`config.mk`:
```
export PLATFORM = sky130hd
export DESIGN_NAME = hazard_detector
export DESIGN_NICKNAME = d
export VERILOG_FILES = /design/src/hw/hazard_pkg.sv /design/src/hw/hazard_detector.sv /design/src/hw/hazard_match.sv /design/src/hw/operand_read_decode.sv /design/src/hw/pipe_stall_ctrl.sv /design/src/hw/stage_write_decode.sv
export SDC_FILE = /design/constraint.sdc
export NUM_CORES = 1
export LEC_CHECK = 0
export ABC_CLOCK_PERIOD_IN_PS = 2700
export BUFFER_PORTS_ARGS = -buffer_cell sky130_fd_sc_hd__buf_2
export CAP_MARGIN = 20
export CORE_MARGIN = 5
export CORE_UTILIZATION = 41
export DETAILED_ROUTE_END_ITERATION = 7
export PLACE_DENSITY_LB_ADDON = 0.12
export SKIP_LAST_GASP = 1
export SLEW_MARGIN = 20
export SYNTH_ARGS = -nofsm -noshare
export SYNTH_HDL_FRONTEND = slang
export SYNTH_HIERARCHICAL = 1
export SYNTH_SLANG_ARGS = --single-unit
```
`constraint.sdc`:
```
create_clock -name vclk -period 2.7
set_input_delay 0.54 -clock vclk [all_inputs]
set_output_delay 0.54 -clock vclk [all_outputs]
set_load 0.02 [all_outputs]
```
`src/hw/hazard_pkg.sv`:
```
// shared widths, opcode encodings and stage structs, referenced by scoped name in every RTL module
package hazard_pkg;

    typedef logic [4:0]  reg_addr_t;
    typedef logic [11:0] csr_addr_t;

    localparam csr_addr_t CSR_MSTATUS = 12'h300;
    localparam csr_addr_t CSR_MTVEC   = 12'h305;
    localparam csr_addr_t CSR_MEPC    = 12'h341;
    localparam csr_addr_t CSR_MCAUSE  = 12'h342;

    // op class seen by the hazard unit while the instruction sits in ID
    typedef enum logic [3:0] {
        ID_NONE, ID_BRANCH, ID_JALR, ID_ECALL,
        ID_EBREAK, ID_ILLEGAL, ID_MRET, ID_FENCE_I
    } id_op_e;

    typedef enum logic [4:0] {
        EXE_NOP, EXE_ADD, EXE_SUB, EXE_AND, EXE_OR, EXE_XOR,
        EXE_SLL, EXE_SRL, EXE_SRA, EXE_SLT, EXE_SLTU,
        EXE_MUL, EXE_DIV, EXE_REM
    } exe_op_e;

    typedef enum logic [2:0] {
        SRC_NONE, SRC_R_R, SRC_R_I, SRC_PC_I,
        SRC_R_CSR, SRC_NOTR_CSR, SRC_CSR_ZIMM, SRC_CSR_NOTZIMM
    } exe_src_e;

    typedef enum logic [3:0] {
        MEM_NONE, MEM_LB, MEM_LH, MEM_LW, MEM_LD, MEM_LBU, MEM_LHU, MEM_LWU,
        MEM_SB, MEM_SH, MEM_SW, MEM_SD
    } mem_op_e;

    typedef enum logic [3:0] {
        WB_NONE, WB_EXE, WB_MEM, WB_IMM, WB_SNPC,
        WB_CSRRW, WB_CSRRS, WB_CSRRWI,
        WB_ECALL, WB_EBREAK, WB_ILLEGAL
    } wb_op_e;

    typedef struct packed {
        logic      valid;
        id_op_e    op;
        reg_addr_t rs1;
        reg_addr_t rs2;
    } id_stage_t;

    typedef struct packed {
        logic      valid;
        exe_op_e   op;
        exe_src_e  src;
        wb_op_e    wb_op;
        reg_addr_t rd;
        reg_addr_t rs1;
        reg_addr_t rs2;
        csr_addr_t csr;
    } exe_stage_t;

    typedef struct packed {
        logic      valid;
        mem_op_e   op;
        wb_op_e    wb_op;
        reg_addr_t rd;
        reg_addr_t rs2;
        csr_addr_t csr;
    } mem_stage_t;

    typedef struct packed {
        logic      valid;
        wb_op_e    wb_op;
        reg_addr_t rd;
        csr_addr_t csr;
    } wb_stage_t;

    typedef struct packed {
        logic      rd_write;
        logic      csr_write;
        logic      trap_write; // mepc, mcause and mstatus
        reg_addr_t rd;
        csr_addr_t csr;
    } stage_writes_t;

    typedef struct packed {
        logic id_rs1;
        logic id_rs2;
        logic id_mtvec;
        logic id_mepc;
        logic exe_rs1;
        logic exe_rs2;
        logic exe_csr;
        logic mem_rs2;
    } operand_reads_t;

    typedef struct packed {
        logic id_hazard;
        logic exe_hazard;
        logic mem_hazard;
    } hazard_t;

    typedef struct packed {
        logic if_reg_enable;
        logic if_valid;
        logic id_reg_valid;
        logic id_reg_enable;
        logic exe_reg_valid;
        logic exe_reg_enable;
        logic mem_reg_valid;
        logic mem_valid;
        logic mem_reg_enable;
        logic wb_reg_valid;
    } pipe_ctrl_t;

endpackage

```
`src/hw/hazard_detector.sv`:
```
// hazard detector top, takes the ID/EXE/MEM/WB snapshot and drives the pipeline register controls
`timescale 1ns/100ps

module hazard_detector (
    input  hazard_pkg::id_stage_t  id,
    input  hazard_pkg::exe_stage_t exe,
    input  hazard_pkg::mem_stage_t mem,
    input  hazard_pkg::wb_stage_t  wb,
    input  logic                   if_redirect,
    input  logic                   mem_ok,
    input  logic                   if_ok,
    output hazard_pkg::pipe_ctrl_t ctrl
);

    hazard_pkg::stage_writes_t  exe_wr;
    hazard_pkg::stage_writes_t  mem_wr;
    hazard_pkg::stage_writes_t  wb_wr;
    hazard_pkg::operand_reads_t reads;
    hazard_pkg::hazard_t        haz;
    logic                       id_fence_i;
    logic                       id_ebreak;

    stage_write_decode u_exe_wr (
        .valid  (exe.valid),
        .wb_op  (exe.wb_op),
        .rd     (exe.rd),
        .csr    (exe.csr),
        .writes (exe_wr)
    );

    stage_write_decode u_mem_wr (
        .valid  (mem.valid),
        .wb_op  (mem.wb_op),
        .rd     (mem.rd),
        .csr    (mem.csr),
        .writes (mem_wr)
    );

    stage_write_decode u_wb_wr (
        .valid  (wb.valid),
        .wb_op  (wb.wb_op),
        .rd     (wb.rd),
        .csr    (wb.csr),
        .writes (wb_wr)
    );

    operand_read_decode u_reads (
        .id         (id),
        .exe        (exe),
        .mem        (mem),
        .reads      (reads),
        .id_fence_i (id_fence_i),
        .id_ebreak  (id_ebreak)
    );

    hazard_match u_match (
        .reads  (reads),
        .id     (id),
        .exe    (exe),
        .mem    (mem),
        .exe_wr (exe_wr),
        .mem_wr (mem_wr),
        .wb_wr  (wb_wr),
        .haz    (haz)
    );

    pipe_stall_ctrl u_stall (
        .haz          (haz),
        .id_valid     (id.valid),
        .exe_valid    (exe.valid),
        .mem_valid_in (mem.valid),
        .id_fence_i   (id_fence_i),
        .id_ebreak    (id_ebreak),
        .if_redirect  (if_redirect),
        .mem_ok       (mem_ok),
        .if_ok        (if_ok),
        .ctrl         (ctrl)
    );

endmodule

```
`src/hw/hazard_match.sv`:
```
// compares the operand reads of ID, EXE and MEM against writes still in flight
`timescale 1ns/100ps

module hazard_match (
    input  hazard_pkg::operand_reads_t reads,
    input  hazard_pkg::id_stage_t      id,
    input  hazard_pkg::exe_stage_t     exe,
    input  hazard_pkg::mem_stage_t     mem,
    input  hazard_pkg::stage_writes_t  exe_wr,
    input  hazard_pkg::stage_writes_t  mem_wr,
    input  hazard_pkg::stage_writes_t  wb_wr,
    output hazard_pkg::hazard_t        haz
);

    function automatic logic rd_hit(input hazard_pkg::reg_addr_t rs,
                                    input hazard_pkg::stage_writes_t wr);
        return wr.rd_write && (rs == wr.rd); // x0 not filtered
    endfunction

    function automatic logic csr_hit(input hazard_pkg::csr_addr_t addr,
                                     input hazard_pkg::stage_writes_t wr);
        return wr.csr_write && (addr == wr.csr);
    endfunction

    logic id_rs1_hit;
    logic id_rs2_hit;
    logic id_mtvec_hit;
    logic id_mepc_hit;
    logic exe_rs1_hit;
    logic exe_rs2_hit;
    logic exe_csr_hit;
    logic exe_trap_csr;
    logic exe_trap_hit;
    logic mem_rs2_hit;

    // ID reads against EXE, MEM and WB
    assign id_rs1_hit = reads.id_rs1
                     && (rd_hit(id.rs1, exe_wr)
                      || rd_hit(id.rs1, mem_wr)
                      || rd_hit(id.rs1, wb_wr));

    assign id_rs2_hit = reads.id_rs2
                     && (rd_hit(id.rs2, exe_wr)
                      || rd_hit(id.rs2, mem_wr)
                      || rd_hit(id.rs2, wb_wr));

    assign id_mtvec_hit = reads.id_mtvec
                       && (csr_hit(hazard_pkg::CSR_MTVEC, exe_wr)
                        || csr_hit(hazard_pkg::CSR_MTVEC, mem_wr)
                        || csr_hit(hazard_pkg::CSR_MTVEC, wb_wr));

    // a trap in flight rewrites mepc
    assign id_mepc_hit = reads.id_mepc
                      && (csr_hit(hazard_pkg::CSR_MEPC, exe_wr)
                       || csr_hit(hazard_pkg::CSR_MEPC, mem_wr)
                       || csr_hit(hazard_pkg::CSR_MEPC, wb_wr)
                       || exe_wr.trap_write
                       || mem_wr.trap_write
                       || wb_wr.trap_write);

    // EXE reads against MEM and WB only
    assign exe_rs1_hit = reads.exe_rs1
                      && (rd_hit(exe.rs1, mem_wr) || rd_hit(exe.rs1, wb_wr));

    assign exe_rs2_hit = reads.exe_rs2
                      && (rd_hit(exe.rs2, mem_wr) || rd_hit(exe.rs2, wb_wr));

    assign exe_csr_hit = reads.exe_csr
                      && (csr_hit(exe.csr, mem_wr) || csr_hit(exe.csr, wb_wr));

    assign exe_trap_csr = (exe.csr == hazard_pkg::CSR_MEPC)
                       || (exe.csr == hazard_pkg::CSR_MCAUSE)
                       || (exe.csr == hazard_pkg::CSR_MSTATUS);

    assign exe_trap_hit = reads.exe_csr && exe_trap_csr
                       && (mem_wr.trap_write || wb_wr.trap_write);

    // store data against WB
    assign mem_rs2_hit = reads.mem_rs2 && rd_hit(mem.rs2, wb_wr);

    always_comb begin
        haz.id_hazard  = id_rs1_hit || id_rs2_hit || id_mtvec_hit || id_mepc_hit;
        haz.exe_hazard = exe_rs1_hit || exe_rs2_hit || exe_csr_hit || exe_trap_hit;
        haz.mem_hazard = mem_rs2_hit;
    end

endmodule

```
`src/hw/operand_read_decode.sv`:
```
// works out which registers and CSRs the ID, EXE and MEM stages read this cycle
`timescale 1ns/100ps

module operand_read_decode (
    input  hazard_pkg::id_stage_t      id,
    input  hazard_pkg::exe_stage_t     exe,
    input  hazard_pkg::mem_stage_t     mem,
    output hazard_pkg::operand_reads_t reads,
    output logic                       id_fence_i,
    output logic                       id_ebreak
);

    logic exe_active;

    assign exe_active = exe.valid && (exe.op != hazard_pkg::EXE_NOP);

    assign id_fence_i = id.valid && (id.op == hazard_pkg::ID_FENCE_I);
    assign id_ebreak  = id.valid && (id.op == hazard_pkg::ID_EBREAK);

    // branch operands resolve in ID
    always_comb begin
        reads.id_rs1   = 1'b0;
        reads.id_rs2   = 1'b0;
        reads.id_mtvec = 1'b0;
        reads.id_mepc  = 1'b0;
        if (id.valid) begin
            reads.id_rs1   = (id.op == hazard_pkg::ID_BRANCH) || (id.op == hazard_pkg::ID_JALR);
            reads.id_rs2   = (id.op == hazard_pkg::ID_BRANCH);
            reads.id_mtvec = (id.op == hazard_pkg::ID_ECALL)
                          || (id.op == hazard_pkg::ID_EBREAK)
                          || (id.op == hazard_pkg::ID_ILLEGAL); // trap target
            reads.id_mepc  = (id.op == hazard_pkg::ID_MRET);
        end
    end

    always_comb begin
        reads.exe_rs1 = 1'b0;
        reads.exe_rs2 = 1'b0;
        reads.exe_csr = 1'b0;
        if (exe_active) begin
            case (exe.src)
                hazard_pkg::SRC_R_R: begin
                    reads.exe_rs1 = 1'b1;
                    reads.exe_rs2 = 1'b1;
                end
                hazard_pkg::SRC_R_I: begin
                    reads.exe_rs1 = 1'b1;
                end
                hazard_pkg::SRC_R_CSR,
                hazard_pkg::SRC_NOTR_CSR: begin
                    reads.exe_rs1 = 1'b1; // csrrw/csrrs/csrrc
                    reads.exe_csr = 1'b1;
                end
                hazard_pkg::SRC_CSR_ZIMM,
                hazard_pkg::SRC_CSR_NOTZIMM: begin
                    reads.exe_csr = 1'b1; // immediate forms
                end
                default: begin
                    reads.exe_rs1 = 1'b0;
                end
            endcase
        end
    end

    // store data is read in MEM
    always_comb begin
        reads.mem_rs2 = 1'b0;
        if (mem.valid) begin
            case (mem.op)
                hazard_pkg::MEM_SB,
                hazard_pkg::MEM_SH,
                hazard_pkg::MEM_SW,
                hazard_pkg::MEM_SD: reads.mem_rs2 = 1'b1;
                default:            reads.mem_rs2 = 1'b0;
            endcase
        end
    end

endmodule

```
`src/hw/pipe_stall_ctrl.sv`:
```
// turns stage hazards, fence.i, redirect and back-pressure into pipeline register controls
`timescale 1ns/100ps

module pipe_stall_ctrl (
    input  hazard_pkg::hazard_t    haz,
    input  logic                   id_valid,
    input  logic                   exe_valid,
    input  logic                   mem_valid_in,
    input  logic                   id_fence_i,
    input  logic                   id_ebreak,
    input  logic                   if_redirect,
    input  logic                   mem_ok,
    input  logic                   if_ok,
    output hazard_pkg::pipe_ctrl_t ctrl
);

    logic fence_wait;
    logic redirect_kill;
    logic any_hazard;
    logic front_stall;

    // fence.i holds until EXE and MEM have drained
    assign fence_wait    = id_fence_i && (exe_valid || mem_valid_in);
    assign redirect_kill = id_valid && if_redirect;
    assign any_hazard    = haz.id_hazard || haz.exe_hazard || haz.mem_hazard;

    // a stall anywhere freezes everything in front of it
    assign front_stall = any_hazard || fence_wait || !mem_ok;

    always_comb begin
        // fetch side
        ctrl.if_reg_enable = !(front_stall || !if_ok);
        ctrl.if_valid      = !(redirect_kill || fence_wait);

        // decode side
        ctrl.id_reg_valid  = !redirect_kill;
        ctrl.id_reg_enable = !front_stall;

        // bubble into EXE
        ctrl.exe_reg_valid  = !(haz.id_hazard || id_fence_i || id_ebreak);
        ctrl.exe_reg_enable = !(haz.exe_hazard || haz.mem_hazard || !mem_ok);

        ctrl.mem_reg_valid  = !haz.exe_hazard; // bubble into MEM

        // store waits on WB, so MEM op and its result are held back
        ctrl.mem_valid      = !haz.mem_hazard;
        ctrl.mem_reg_enable = !(haz.mem_hazard || !mem_ok);
        ctrl.wb_reg_valid   = !haz.mem_hazard;
    end

endmodule

```
`src/hw/stage_write_decode.sv`:
```
// decodes the write-back op of one later pipeline stage into its register, CSR and trap writes
`timescale 1ns/100ps

module stage_write_decode (
    input  logic                      valid,
    input  hazard_pkg::wb_op_e        wb_op,
    input  hazard_pkg::reg_addr_t     rd,
    input  hazard_pkg::csr_addr_t     csr,
    output hazard_pkg::stage_writes_t writes
);

    always_comb begin
        writes.rd         = rd;
        writes.csr        = csr;
        writes.rd_write   = 1'b0;
        writes.csr_write  = 1'b0;
        writes.trap_write = 1'b0;
        if (valid) begin
            case (wb_op)
                hazard_pkg::WB_NONE: begin
                    writes.rd_write = 1'b0; // bubble
                end
                hazard_pkg::WB_ECALL,
                hazard_pkg::WB_EBREAK,
                hazard_pkg::WB_ILLEGAL: begin
                    writes.trap_write = 1'b1; // no rd update on a trap
                end
                hazard_pkg::WB_CSRRW,
                hazard_pkg::WB_CSRRS,
                hazard_pkg::WB_CSRRWI: begin
                    writes.rd_write  = 1'b1; // old csr value goes to rd
                    writes.csr_write = 1'b1;
                end
                default: begin
                    writes.rd_write = 1'b1;
                end
            endcase
        end
    end

endmodule

```
After elaboration in Yosys (flattened, before gate mapping)
Index checks and enable logic that the tools add are counted.

Logic and storage cells: 175. Output and inout port bits: 10. Input port bits: 111. Flip-flop bits (word level): 0.

Equality and inequality tests: 57. Multiplexer cells: 19. Reductions and logical operators: 99.

Operator list (number): == test 10 x 12 -> 1 bit, first input constant (6); == test 5 bit (11); == test 4 x 3 -> 1 bit, second input constant (13); == test 4 bit, second input constant (13); logical OR 1 bit (38); == test 12 x 10 -> 1 bit, second input constant (3); logical AND 1 bit (34); == test 12 bit (2); OR reduction 4 bit (6); OR reduction 3 bit (6); two-way mux 1 bit (14); == test 3 bit, second input constant (4); logical NOT 4 bit (3); two-way mux 3 bit (4); logical NOT 1 bit (11); == test 4 x 2 -> 1 bit, second input constant (2); nonzero test 5 bit (1); == test 4 x 1 -> 1 bit, second input constant (1); two-way mux 4 bit (1); == test 3 x 1 -> 1 bit, second input constant (1); == test 3 x 2 -> 1 bit, second input constant (1).

Logic depth before layout (Yosys ltp)
Depth after elaboration: 18. Depth in mapped cells: 10. Gate-level depth less buffers: 9.

By module
The synthesis kept the hierarchy.

Modules (own cells, without submodules): hazard_match (sequential area each 0.0 um2, area an instance 1199.9 um2, cells an instance 158, times used 1); stage_write_decode (sequential area each 0.0 um2, area an instance 176.4 um2, cells an instance 25, times used 3); operand_read_decode (sequential area each 0.0 um2, area an instance 140.1 um2, cells an instance 22, times used 1); pipe_stall_ctrl (sequential area each 0.0 um2, area an instance 83.8 um2, cells an instance 13, times used 1).

Worst setup path after synthesis
OpenSTA, ideal clock, no wires.

Path kind: in2out. From: in exe[34] (netlist bit). To: out ctrl[6] (netlist bit). Required time: 2.160 ns. Cell stages on the path: 8. Slack: -0.438 ns. Arrival time: 2.598 ns. Buffers on the path: 0. Path through: or4_4 nor2_4 nor2_1 nor4bb_1 nand4_1 o21ai_0 or4_1 nor4_2.

RTL lines: start, declared (line hazard_detector.sv:6) `input hazard_pkg::exe_stage_t exe,`; end, declared (line hazard_detector.sv:12) `output hazard_pkg::pipe_ctrl_t ctrl`.

==> impl_summary.txt <==
----------------------------------------------------
[Synthesis]
  Post-synthesis instance area ... 1950 sq um
  Synthesized area divided by synthesized cell count ... 7.29 sq um
  Number of warnings printed during yosys synthesis ... 6
  Number of distinct library cells after synthesis ... 46
  Sequential fraction of the synthesis area ... 0%
  Number of cells produced by synthesis ... 268
  Post-Syn Nets ... 379

[Layout]
  Commonest cells after routing, fill and taps aside ... buf_2 (109), xor2_1 (51), buf_4 (50), xnor2_1 (27), nor4_1 (16)
  Antenna cell count ... 0
  Post-layout nets ... 495
  Layout clock buffer count ... 0
  Leading cell type in the layout, fill and taps excluded ... buf_2
  Count of sequential standard cells ... 0
  Layout cells sized above 1 ... 51.8%
  Area added between synthesis and finish ... 42.8%
  Area of all sequential standard cells ... 0 sq um
  Post-route cell area ... 2790 sq um

[Drt]
  Count of antenna-violating nets left after detailed routing ... 0
  Average detailed-routed wire length per instance ... 14.5 um
  Number of design-rule violations left by the first detailed-router iteration ... 41
  Routed via count ... 2196
  Number of remaining DRC errors ... 0
  DR pass1 iterations ... 4
  Routed WL ... 6.33 mm
  Average vias per placed instance ... 5.04

[Worst setup path]
  Critical path class ... in -> out
  Top fanout value on the critical path ... 3
  Slowest cell on crit path ... or4_4
  Kind of launch point of the worst setup path ... input pin
  Stage delay of the slowest cell on the critical path ... 560 ps
  Worst endpoint data arrival time ... 2610 ps
  Critical path cell sequence ... buf_6 > or4_4 > nor2_4 > buf_4 > nor2_1 > a21boi_0 > or4_4 > buf_6 > nor4_4 > buf_4
  Critical path data required time ... 2160 ps
  Endpoint type of the worst setup path ... output pin

[Global routing]
  Global-route wire length before repair ... 9.69 mm
  Initial antenna violation count ... 0
  Gr ovfl total ... 0
  Number of global-route vias before repair ... 2247
  GRT Total Usage ... 18.4%
  Maximum number of pins on one net before global-route repair ... 7

[Placement]
  Instance area at placement ... 2560 sq um
  RD Place Congestion ... 0.833
  IO Port Bufs ... 119
  Total half-perimeter wirelength after legalization and detailed placement ... 5.46 mm
  Placement Setup Slack ... -489 ps

[Timing]
  RSZ-0062 raised after global routing ... true
  Setup Total Neg Slack ... -1850 ps
  Relative max-transition margin ... 58.3%
  Max-slew violation total from the final report ... 0
  Tightest Pin Transition ... 617 ps
  Crit share post-route ... 117%
  Period minus WS final ... 3150 ps
  Final Hold Slack ... 1350 ps
  Number of failing hold endpoints at the final stage ... 0
  Final setup violating endpoints ... 5
  Achievable Freq ... 0.317 GHz
  Final WS setup ... -450 ps

[Power and ir drop]
  Total net switching power ... 0.177 mW
  Pwr per Cell Area ... 137 nW/um^2
  Logic pwr share ... 100.0%
  P_int ... 0.205 mW
  Leakage power ... 1.27 nW
  Sequential Power Share ... 0%
  Share of power burned in the clock network ... 0%
  Proportion of total power due to net switching ... 46.3%
  Highest ir drop seen on vdd ... 0.0000720 V

[Floorplan]
  Cell Rows ... 25
  Top-level port count ... 121
  Starting density of the core ... 41.9%
  Vertical die dimension ... 79.0 um
  Placeable Area ... 4660 sq um
  Die area ... 6240 sq um
  Width of the die ... 79.0 um

[Worst hold path]
  End of the worst hold path ... ctrl[7]
  Hold Path Depth ... 3
  Hold path start ... if_redirect
  Class of the worst hold path ... in -> out

[Flow run]
  Reported max-cap violation count ... 0

[Run status]
  Run status ... finished with violations
  Violated checks ... setup timing

[Clocking]
  Cts-stage hold buffer count ... 0

----------------------------------------------------
[layer usage]
metal,share of wire [%],track usage [%]
met5,0,0
met4,0.25,0
met3,5.7,1.13
met2,56,37.9
met1,38,21.8
[worst max-delay path, delay by kind of cell]
kind | cells | cell delay [ps]
compound gates | 1 | 120
buf+inv | 4 | 550
simple gates | 5 | 1400
[worst max-delay path by stage]
| stage | slack [ps] | start | depth (start not counted) | endpoint |
|---|---|---|---|---|
| 2_1_floorplan | -240 | exe[38] | 9 | ctrl[9] |
| 3_3_place_gp | -460 | exe[38] | 11 | ctrl[9] |
| 3_5_place_dp | -490 | exe[38] | 11 | ctrl[9] |
| 4_1_cts | -440 | exe[38] | 11 | ctrl[9] |
| 5_1_grt | -520 | exe[38] | 11 | ctrl[9] |
| 6_report | -450 | exe[38] | 10 | ctrl[6] |
[logic make-up after synthesis]
group,count (synthesis),share of synthesized area (%)
AO/OA/AOI/OAI,18,6.92
XOR/XNOR,78,35.0
buffers and inverters,64,22.7
multiplexers,1,0.577
AND/OR/NAND/NOR,107,34.8
[cells in the mapped netlist (4+ instances only)]
cell	count	area [sq um]
nor4b_1	4	35.0
nor3_1	8	40.0
inv_1	6	22.5
nand2_1	13	48.8
nor2_1	14	52.6
xor2_1	51	447
buf_2	4	20.0
buf_4	53	398
nor4_1	16	100
nand3_1	7	35.0
nand4_1	14	87.6
xnor2_1	27	236
[layout make-up]
cell class / instances / area [sq um]
Multi-Input combinational cell: 204 / 1630
Tap cell: 54 / 67.6
Timing Repair Buffer: 172 / 1070
Inverter: 6 / 22.5
Fill cell: 441 / 1870
[power by group through the flow]
stage | Sequential [mW] | Combinational [mW] | Clock, mW
2_1_floorplan | 0 | 0.218 | 0
3_3_place_gp | 0 | 0.353 | 0
3_5_place_dp | 0 | 0.357 | 0
4_1_cts | 0 | 0.370 | 0
5_1_grt | 0 | 0.415 | 0
6_report | 0 | 0.382 | 0
[per-stage QoR]
| stage | power [mW] | instances | utilization [%] |
|---|---|---|---|
| floorplan | 0.218 | 268 | - |
| global placement | 0.353 | 430 | 55.0 |
| detailed placement | 0.357 | 430 | 55.0 |
| CTS | 0.370 | 431 | 57.4 |
| global route | 0.415 | 436 | 59.8 |
| finish | 0.382 | 436 | 59.8 |
[timing repair]
| item | 4_1_cts | 5_1_grt |
|---|---|---|
| setup endpoints to repair | 5 | 5 |
| resized for setup | 23 | 15 |
| setup buffers | 1 | 5 |
| pin swaps | 16 | 8 |
No activity file was read; power rests on OpenSTA's default activity.
